$ cat config.mk
export PLATFORM = sky130hd
export DESIGN_NAME = lsq_top
export DESIGN_NICKNAME = d
export VERILOG_FILES = /design/src/common/rv32i_pkg.sv /design/src/common/ooo_pkg.sv /design/src/lsq/mem_lane_format.sv /design/src/lsq/load_store_queue.sv /design/src/design/data_memory.sv /design/src/design/lsq_top.sv
export SDC_FILE = /design/constraint.sdc
export NUM_CORES = 2
export LEC_CHECK = 0
export ABC_AREA = 1
export BUFFER_PORTS_ARGS = -buffer_cell sky130_fd_sc_hd__buf_2
export CORE_MARGIN = 2
export CORE_UTILIZATION = 32
export DETAILED_ROUTE_END_ITERATION = 7
export MAX_ROUTING_LAYER = met4
export PLACE_DENSITY_LB_ADDON = 0.05
export SETUP_SLACK_MARGIN = 0.1
export SYNTH_ARGS = -nofsm -noshare
export SYNTH_HDL_FRONTEND = slang
export SYNTH_SLANG_ARGS = --single-unit
$ cat constraint.sdc
create_clock -name clk -period 11.5 [get_ports clk]
set_clock_uncertainty 0.2 [all_clocks]
set_input_delay 0.575 -clock clk [delete_from_list [all_inputs] [get_ports clk]]
set_output_delay 0.575 -clock clk [all_outputs]
set_load 0.01 [all_outputs]
$ cat src/common/rv32i_pkg.sv
package rv32i_pkg;

    // basic data and address word
    typedef logic [31:0] rv32i_word;

    // funct3 field of the LOAD opcode
    typedef enum logic [2:0] {
        lb  = 3'b000,
        lh  = 3'b001,
        lw  = 3'b010,
        lbu = 3'b100,
        lhu = 3'b101
    } load_funct3_t;

    // funct3 field of the STORE opcode
    typedef enum logic [2:0] {
        sb = 3'b000,
        sh = 3'b001,
        sw = 3'b010
    } store_funct3_t;

endpackage

$ cat src/common/ooo_pkg.sv
package ooo_pkg;

    // machine sizes
    localparam int ROB_ENTRIES = 8;
    localparam int TAG_W       = $clog2(ROB_ENTRIES);
    localparam int LSQ_SIZE    = 8;
    localparam int LSQ_PTR_W   = $clog2(LSQ_SIZE);
    localparam int NUM_CDB     = 2;
    localparam int MEM_LATENCY = 2;
    localparam int MEM_CNT_W   = $clog2(MEM_LATENCY + 1);
    localparam int DMEM_WORDS  = 64;
    localparam int DMEM_IDX_W  = $clog2(DMEM_WORDS);

    // tag 0 means the value is already present
    typedef logic [TAG_W-1:0]     rob_tag_t;
    typedef logic [LSQ_PTR_W-1:0] lsq_ptr_t;
    typedef logic [LSQ_PTR_W:0]   lsq_cnt_t;
    typedef logic [MEM_CNT_W-1:0] mem_cnt_t;

    // one broadcast slot on the common data bus
    typedef struct packed {
        logic                 valid;
        rob_tag_t             tag;
        rv32i_pkg::rv32i_word value;
    } cdb_entry_t;

    typedef cdb_entry_t [NUM_CDB-1:0] cdb_t;

    // queue entry with the base in qj/vj and the store data in qk/vk
    typedef struct packed {
        logic                 valid;
        logic                 is_store;
        logic [2:0]           funct;
        rob_tag_t             tag;
        rob_tag_t             qj;
        rv32i_pkg::rv32i_word vj;
        rob_tag_t             qk;
        rv32i_pkg::rv32i_word vk;
        rv32i_pkg::rv32i_word imm;
    } lsq_entry_t;

    // what the ROB shows about its oldest instruction
    typedef struct packed {
        logic     is_store;
        rob_tag_t tag;
    } rob_head_t;

endpackage

$ cat src/lsq/mem_lane_format.sv
`timescale 1ns/1ps

module mem_lane_format (
    input  logic [2:0]           funct,
    input  logic [1:0]           addr_low,
    input  rv32i_pkg::rv32i_word store_data,
    input  rv32i_pkg::rv32i_word rdata,
    output logic [3:0]           be,
    output rv32i_pkg::rv32i_word wdata,
    output rv32i_pkg::rv32i_word load_value
);
    import rv32i_pkg::*;

    // bit offset of the addressed byte lane
    logic [4:0] shamt;
    rv32i_word  lane;

    assign shamt = {addr_low, 3'b000};
    assign lane  = rdata >> shamt;

    // store data moved into its lane
    always_comb begin
        wdata = store_data << shamt;
        case (store_funct3_t'(funct))
            sb: be = 4'b0001 << addr_low;
            sh: be = 4'b0011 << addr_low;
            default: begin
                be    = 4'b1111;
                wdata = store_data;
            end
        endcase
    end

    // load lane select and extension
    always_comb begin
        case (load_funct3_t'(funct))
            lb:      load_value = {{24{lane[7]}}, lane[7:0]};
            lh:      load_value = {{16{lane[15]}}, lane[15:0]};
            lbu:     load_value = {24'b0, lane[7:0]};
            lhu:     load_value = {16'b0, lane[15:0]};
            default: load_value = rdata;
        endcase
    end

endmodule

$ cat src/lsq/load_store_queue.sv
`timescale 1ns/1ps

module load_store_queue (
    input  logic                 clk,
    input  logic                 reset,
    input  logic                 flush,
    input  ooo_pkg::cdb_t        cdb,
    input  ooo_pkg::lsq_entry_t  dispatch,
    input  ooo_pkg::rob_head_t   rob_head,
    output ooo_pkg::cdb_entry_t  load_res,
    output logic                 store_done,
    output logic                 full,
    output logic                 almost_full,
    output logic                 mem_read,
    output logic                 mem_write,
    output rv32i_pkg::rv32i_word mem_addr,
    output rv32i_pkg::rv32i_word store_data,
    output logic [2:0]           mem_funct,
    input  logic                 mem_resp,
    input  rv32i_pkg::rv32i_word load_value
);
    import ooo_pkg::*;
    import rv32i_pkg::*;

    lsq_entry_t queue [LSQ_SIZE];
    lsq_ptr_t   head_ptr;
    lsq_ptr_t   tail_ptr;
    lsq_cnt_t   count;

    // request in flight for the head entry
    logic outstanding;
    logic req_is_store;
    // response of a request dropped by flush still pending in memory
    logic ignore_resp;

    lsq_entry_t head_entry;
    lsq_entry_t incoming;
    logic       head_ready;
    logic       issue;
    logic       retire;
    logic       accept;
    rv32i_word  issue_addr;

    assign full        = count >= lsq_cnt_t'(LSQ_SIZE - 1);
    assign almost_full = count >= lsq_cnt_t'(LSQ_SIZE - 2);

    assign mem_read  = outstanding && !req_is_store;
    assign mem_write = outstanding && req_is_store;

    assign head_entry = queue[head_ptr];
    assign issue_addr = head_entry.vj + head_entry.imm;

    // stores also wait for the ROB to reach them
    assign head_ready = head_entry.valid && (head_entry.qj == '0) &&
                        (!head_entry.is_store ||
                         ((head_entry.qk == '0) && rob_head.is_store &&
                          (rob_head.tag == head_entry.tag)));

    assign issue  = head_ready && !outstanding && !ignore_resp;
    assign retire = outstanding && mem_resp;
    assign accept = dispatch.valid && (count < lsq_cnt_t'(LSQ_SIZE));

    // catch a broadcast in the same cycle as dispatch
    always_comb begin
        incoming = dispatch;
        for (int j = 0; j < NUM_CDB; j++) begin
            if (cdb[j].valid && (dispatch.qj != '0) && (dispatch.qj == cdb[j].tag)) begin
                incoming.qj = '0;
                incoming.vj = cdb[j].value;
            end
            if (cdb[j].valid && (dispatch.qk != '0) && (dispatch.qk == cdb[j].tag)) begin
                incoming.qk = '0;
                incoming.vk = cdb[j].value;
            end
        end
    end

    always_ff @(posedge clk) begin
        if (reset || flush) begin
            for (int i = 0; i < LSQ_SIZE; i++) begin
                queue[i].valid <= 1'b0;
            end
            head_ptr       <= '0;
            tail_ptr       <= '0;
            count          <= '0;
            outstanding    <= 1'b0;
            load_res.valid <= 1'b0;
            store_done     <= 1'b0;
        end else begin
            load_res.valid <= 1'b0;
            store_done     <= 1'b0;

            // operand wake-up from every bus slot
            for (int i = 0; i < LSQ_SIZE; i++) begin
                for (int j = 0; j < NUM_CDB; j++) begin
                    if (queue[i].valid && cdb[j].valid) begin
                        if ((queue[i].qj != '0) && (queue[i].qj == cdb[j].tag)) begin
                            queue[i].qj <= '0;
                            queue[i].vj <= cdb[j].value;
                        end
                        if ((queue[i].qk != '0) && (queue[i].qk == cdb[j].tag)) begin
                            queue[i].qk <= '0;
                            queue[i].vk <= cdb[j].value;
                        end
                    end
                end
            end

            if (issue) begin
                outstanding  <= 1'b1;
                req_is_store <= head_entry.is_store;
                mem_addr     <= issue_addr;
                store_data   <= head_entry.vk;
                mem_funct    <= head_entry.funct;
            end

            // head leaves on the memory response
            if (retire) begin
                outstanding           <= 1'b0;
                queue[head_ptr].valid <= 1'b0;
                head_ptr              <= head_ptr + 1'b1;
                if (req_is_store) begin
                    store_done <= 1'b1;
                end else begin
                    load_res.valid <= 1'b1;
                    load_res.tag   <= head_entry.tag;
                    load_res.value <= load_value;
                end
            end

            if (accept) begin
                queue[tail_ptr] <= incoming;
                tail_ptr        <= tail_ptr + 1'b1;
            end

            count <= count + lsq_cnt_t'(accept) - lsq_cnt_t'(retire);
        end
    end

    // memory keeps counting after a flush and sends one more pulse
    always_ff @(posedge clk) begin
        if (reset) begin
            ignore_resp <= 1'b0;
        end else if (flush) begin
            ignore_resp <= (outstanding || ignore_resp) && !mem_resp;
        end else if (mem_resp) begin
            ignore_resp <= 1'b0;
        end
    end

endmodule

$ cat src/design/data_memory.sv
`timescale 1ns/1ps

module data_memory (
    input  logic                 clk,
    input  logic                 reset,
    input  logic                 read,
    input  logic                 write,
    input  rv32i_pkg::rv32i_word addr,
    input  logic [3:0]           be,
    input  rv32i_pkg::rv32i_word wdata,
    output logic                 resp,
    output rv32i_pkg::rv32i_word rdata
);
    import ooo_pkg::*;
    import rv32i_pkg::*;

    rv32i_word             mem [DMEM_WORDS];
    mem_cnt_t              cnt;
    logic [DMEM_IDX_W-1:0] idx;
    logic                  active;
    logic                  last;

    assign idx = addr[DMEM_IDX_W+1:2];

    // a new access starts only when idle and not in the response cycle
    assign active = (cnt != '0) || ((read || write) && !resp);
    assign last   = active && (cnt == mem_cnt_t'(MEM_LATENCY - 1));

    always_ff @(posedge clk) begin
        if (reset) begin
            cnt  <= '0;
            resp <= 1'b0;
            for (int i = 0; i < DMEM_WORDS; i++) begin
                mem[i] <= '0;
            end
        end else begin
            resp <= 1'b0;
            if (last) begin
                cnt  <= '0;
                resp <= 1'b1;
                // a dropped request leaves memory untouched
                if (write) begin
                    for (int b = 0; b < 4; b++) begin
                        if (be[b]) begin
                            mem[idx][8*b +: 8] <= wdata[8*b +: 8];
                        end
                    end
                end else if (read) begin
                    rdata <= mem[idx];
                end
            end else if (active) begin
                cnt <= cnt + 1'b1;
            end
        end
    end

endmodule

$ cat src/design/lsq_top.sv
`timescale 1ns/1ps

module lsq_top (
    input  logic                clk,
    input  logic                reset,
    input  logic                flush,
    input  ooo_pkg::cdb_t       cdb,
    input  ooo_pkg::lsq_entry_t dispatch,
    input  ooo_pkg::rob_head_t  rob_head,
    output ooo_pkg::cdb_entry_t load_res,
    output logic                store_done,
    output logic                full,
    output logic                almost_full
);
    import rv32i_pkg::*;

    // queue to memory request
    logic       mem_read;
    logic       mem_write;
    rv32i_word  mem_addr;
    rv32i_word  store_data;
    logic [2:0] mem_funct;

    // formatted data both ways
    logic [3:0] mem_be;
    rv32i_word  mem_wdata;
    rv32i_word  mem_rdata;
    rv32i_word  load_value;
    logic       mem_resp;

    load_store_queue i_lsq (
        .clk         (clk),
        .reset       (reset),
        .flush       (flush),
        .cdb         (cdb),
        .dispatch    (dispatch),
        .rob_head    (rob_head),
        .load_res    (load_res),
        .store_done  (store_done),
        .full        (full),
        .almost_full (almost_full),
        .mem_read    (mem_read),
        .mem_write   (mem_write),
        .mem_addr    (mem_addr),
        .store_data  (store_data),
        .mem_funct   (mem_funct),
        .mem_resp    (mem_resp),
        .load_value  (load_value)
    );

    mem_lane_format i_fmt (
        .funct      (mem_funct),
        .addr_low   (mem_addr[1:0]),
        .store_data (store_data),
        .rdata      (mem_rdata),
        .be         (mem_be),
        .wdata      (mem_wdata),
        .load_value (load_value)
    );

    data_memory i_mem (
        .clk   (clk),
        .reset (reset),
        .read  (mem_read),
        .write (mem_write),
        .addr  (mem_addr),
        .be    (mem_be),
        .wdata (mem_wdata),
        .resp  (mem_resp),
        .rdata (mem_rdata)
    );

endmodule

==> metrics.log <==
INFO  metric dp_cell_count = 16,780
INFO  metric synth.mux.area_fraction = 0%
INFO  metric power = 21.97 mW
INFO  metric number_of_buffers_added_on_ports = 179
INFO  metric synth_compound_gate_area_share = 9.614%
INFO  metric report.final.setup_viol = 0
INFO  metric syn-cell-area = 122,900 um2
INFO  metric via_count_of_the_first_global_routing_pass = 92,520
INFO  metric tritoncts_clock_tree = done
INFO  metric syn_nets = 12,420
INFO  metric synth-warning-count = 0
INFO  metric status = finished, final reports clean
INFO  metric dp.final_hpwl = 314,500 um
INFO  metric floorplan.initialDensity = 32.14%
INFO  metric finalCriticalPeriod = 5533 ps
INFO  metric r2r.worst_path.cells = 13
INFO  metric yosys.area_share.simple = 19.69%
INFO  metric min_delay_path_depth = 8
INFO  metric post_cts_buffers = 0
INFO  metric setup.worst_path.start_class = register
INFO  metric ir_worst_vdd = 0.0001137 V
INFO  metric largest_net_degree_at_the_start_of_global_routing = 143
INFO  metric groute.usage.overall = 26.33%
INFO  metric cts-buffers-inserted = 324
INFO  metric power.leakage = 52.34 nW
INFO  metric fp.dieArea = 389,000 um2
INFO  metric cts_buffer_depth = 4
INFO  metric critPathMaxStageDelay = 610 ps
INFO  metric first_iter_violations = 9,736
INFO  metric timing.critical_path.cells = buf_4, inv_4, buf_4, nand3_1, buf_4, inv_8, buf_12, nand2_1, o2111ai_1, o21ai_0, nand2_1, nor2_1, nand2_1
INFO  metric ant_nets = 0
INFO  metric cp.required = 12,110 ps
INFO  metric synth-adder-area-share = 0.2057%
INFO  metric tightest_slew = 1349 ps
INFO  metric die_x = 623.7 um
INFO  metric fraction_of_final_layout_cells_with_drive_strength_greater_than_1 = 8.762%
INFO  metric row_count = 227
INFO  metric max_freq = 180.7 MHz
INFO  metric detailedRoute.firstPassIterationCount = 6
INFO  metric min_delay_worst_endpoint = i_lsq.outstanding
INFO  metric setup_repair_after_global_routing_missed_its_margin = no
INFO  metric share_of_the_clock_period_used_by_the_worst_path_after_layout = 48.11%
INFO  metric layout.cells.most_common = nand2_1
INFO  metric synthXorXnorAreaFrac = 0.4205%
INFO  metric insertion_delay = 980 ps
INFO  metric avgViaCountPerCell = 5.412
INFO  metric post-route-drc-count = 0
INFO  metric layout_overhead_on_the_synthesized_area = 14.10%
INFO  metric setup_slack_on_the_worst_flop_to_flop_path = 5970 ps
INFO  metric layout_common_cells = nand2_1 (2,675), nor2_1 (2,667), edfxtp_1 (2,655)
INFO  metric clockRootBuffer = clkbuf_16
INFO  metric worstReg2RegStart = i_lsq.mem_addr[2]
INFO  metric cts.reportedPaths.clkPinSlew = 60 ps
INFO  metric critical-path-slowest-cell = inv_4
INFO  metric ys_ff_latch = 2,675
INFO  metric cts_max_level = 5
INFO  metric hold_path_class = input port to register
INFO  metric floorplan.die.height = 623.7 um
INFO  metric end_of_the_worst_register_to_register_path = i_mem.rdata[21]
INFO  metric grt_first_pass_wirelength = 713,300 um
INFO  metric gr-total-overflow = 0
INFO  metric synth_unique_cells = 48
INFO  metric routed_wirelength = 509,300 um
INFO  metric wl_per_instance = 29.12 um
INFO  metric instances_no_fill = 17,490
INFO  metric grt_antenna_before_repair = 49
INFO  metric syn-mean-instance-area = 10.06 um2
INFO  metric internal_power = 17.00 mW
INFO  metric seqPwrFrac = 50.3%
INFO  metric vias = 94,630
INFO  metric combPwrFrac = 3.3%
INFO  metric slew_headroom = 9.954%
INFO  metric floorplan.core_area = 382,300 um2
INFO  metric hold_viol_final = 0
INFO  metric num-nets-final = 12,360
INFO  metric sort_of_element_at_the_end_of_the_critical_path = register
INFO  metric postSynthCellCount = 12,210
INFO  metric power_density = 156.7 nW/um2
INFO  metric maxSlewViolCount = 0
INFO  metric numClockSinks = 2,675
INFO  metric net_switching_share_of_the_total_power = 22.64%
INFO  metric hold_path_startpoint = rob_head[2]
INFO  metric final_core_util = 36.67%
INFO  metric crit_path_category = register to register
INFO  metric fin_setup_tns = 0 ps
INFO  metric seq_area_frac_synth = 65.21%
INFO  metric largest_family_of_logic_cells_by_synthesized_area = simple AND/OR/NAND/NOR gates
INFO  metric io_pins = 228
INFO  metric cp_max_fo = 110
INFO  metric clock_power_share = 46.5%
INFO  metric netSwitchingPower = 4.974 mW
INFO  metric timing.max_cap.violations = 0
INFO  metric cp.arrival = 6140 ps
INFO  metric gp_routability_congestion = 0.8490
## cell type report
class	count	area, um2
tap	5038	6304
fill	38380	242100
multi-input combinational	8007	37370
sequential	2675	80130
clock buffer	412	8647
inverter	674	2600
timing repair buffer	468	3381
clock inverter	181	1684
antenna	32	80.08
## cell usage after synthesis, drive strengths merged
cell type / n / area share [%]
a221oi: 7 / 0.050
and3: 2 / 0.010
nor4: 6 / 0.031
o31ai: 14 / 0.086
nor2: 2743 / 8.4
edfxtp: 2655 / 65
a22o: 11 / 0.078
nand4: 199 / 1.0
a21oi: 240 / 0.98
ha: 17 / 0.17
o22ai: 153 / 0.78
a22oi: 206 / 1.3
xnor2: 23 / 0.16
nand3b: 5 / 0.031
or2: 29 / 0.15
inv: 636 / 1.9
or4: 1 / 0.0061
nor3: 21 / 0.086
nand3: 357 / 1.5
dfxtp: 20 / 0.33
xor2: 36 / 0.26
fa: 2 / 0.033
nor3b: 1 / 0.0061
o311ai: 6 / 0.043
a31oi: 50 / 0.25
o21ai: 555 / 2.3
nand2: 2741 / 8.5
clkbuf: 616 / 1.9
clkinv: 38 / 0.12
o2111ai: 195 / 1.4
o21bai: 1 / 0.0061
buf: 238 / 0.92
a211oi: 11 / 0.067
o221ai: 4 / 0.044
o2bb2ai: 10 / 0.071
o211ai: 361 / 2.2
## how the worst max path moves through the flow
stage,start,to,cells past startpoint
global route,i_lsq.mem_addr[2],i_mem.rdata[4],13
detailed placement,i_lsq.mem_addr[2],i_mem.rdata[21],13
global placement,i_lsq.mem_addr[2],i_mem.rdata[21],13
CTS,i_lsq.mem_addr[2],i_mem.rdata[21],13
finish,i_lsq.mem_addr[2],i_mem.rdata[21],13
floorplan,flush,i_lsq.queue[0][32],6
## kinds of logic after synthesis
| logic type | Yosys count |
|---|---|
| adder cells (fa/ha/maj) | 19 |
| buffers and inverters | 1528 |
| XOR/XNOR | 59 |
| flip-flops | 2675 |
| AO/OA/AOI/OAI | 1824 |
| AND/OR/NAND/NOR | 6105 |
## stage by stage
step	setup WS, ps	hold WS, ps	instance area (um2)
after floorplan	5058	216.0	122900
after global placement	6053	251.6	128900
after detailed placement	6057	252.2	128900
after CTS	6019	0.3769	140100
after global routing	5918	66.07	140200
final	5967	71.59	140200
## routing by layer
metal / global-route usage (%) / part of all wire [%]
met1: 34.57 / 43
met2: 41.95 / 47
met3: 3.536 / 6.5
met4: 9.005 / 4.0
met5: - / 0
## critical path: cells and delay by family (launching register included)
kind	cells	cell delay, ps
compound gates	2	450
buf+inv	6	2880
flops	1	360
simple gates	5	1000
## power by group through the flow
stage	Sequential [mW]	Combinational (mW)	Clock (mW)
after floorplan	11.2	0.431	0
after global placement	11.2	0.681	0
after detailed placement	11.2	0.694	0
after CTS	11.0	0.721	10.4
after global routing	11.1	0.791	10.7
final	11.0	0.719	10.2
## registers in the layout (all words and copies together) (netlist names), named ones only
signal              flops
i_lsq.count             4
i_lsq.head_ptr          3
i_lsq.ignore_resp       1
i_lsq.load_res         36
i_lsq.mem_addr          8
i_lsq.mem_funct         3
i_lsq.outstanding       1
i_lsq.queue           496
i_lsq.req_is_store      1
i_lsq.store_data       32
i_lsq.store_done        1
i_lsq.tail_ptr          3
i_mem.cnt               2
i_mem.mem            2048
i_mem.rdata            32
i_mem.resp              1
## what timing repair did
| action | in CTS | in global routing |
|---|---|---|
| endpoints found under the hold margin | 405 | 0 |
| hold buffers | 86 | 0 |
| resized for setup | 0 | 0 |
Power figures use the tool's default switching activity.
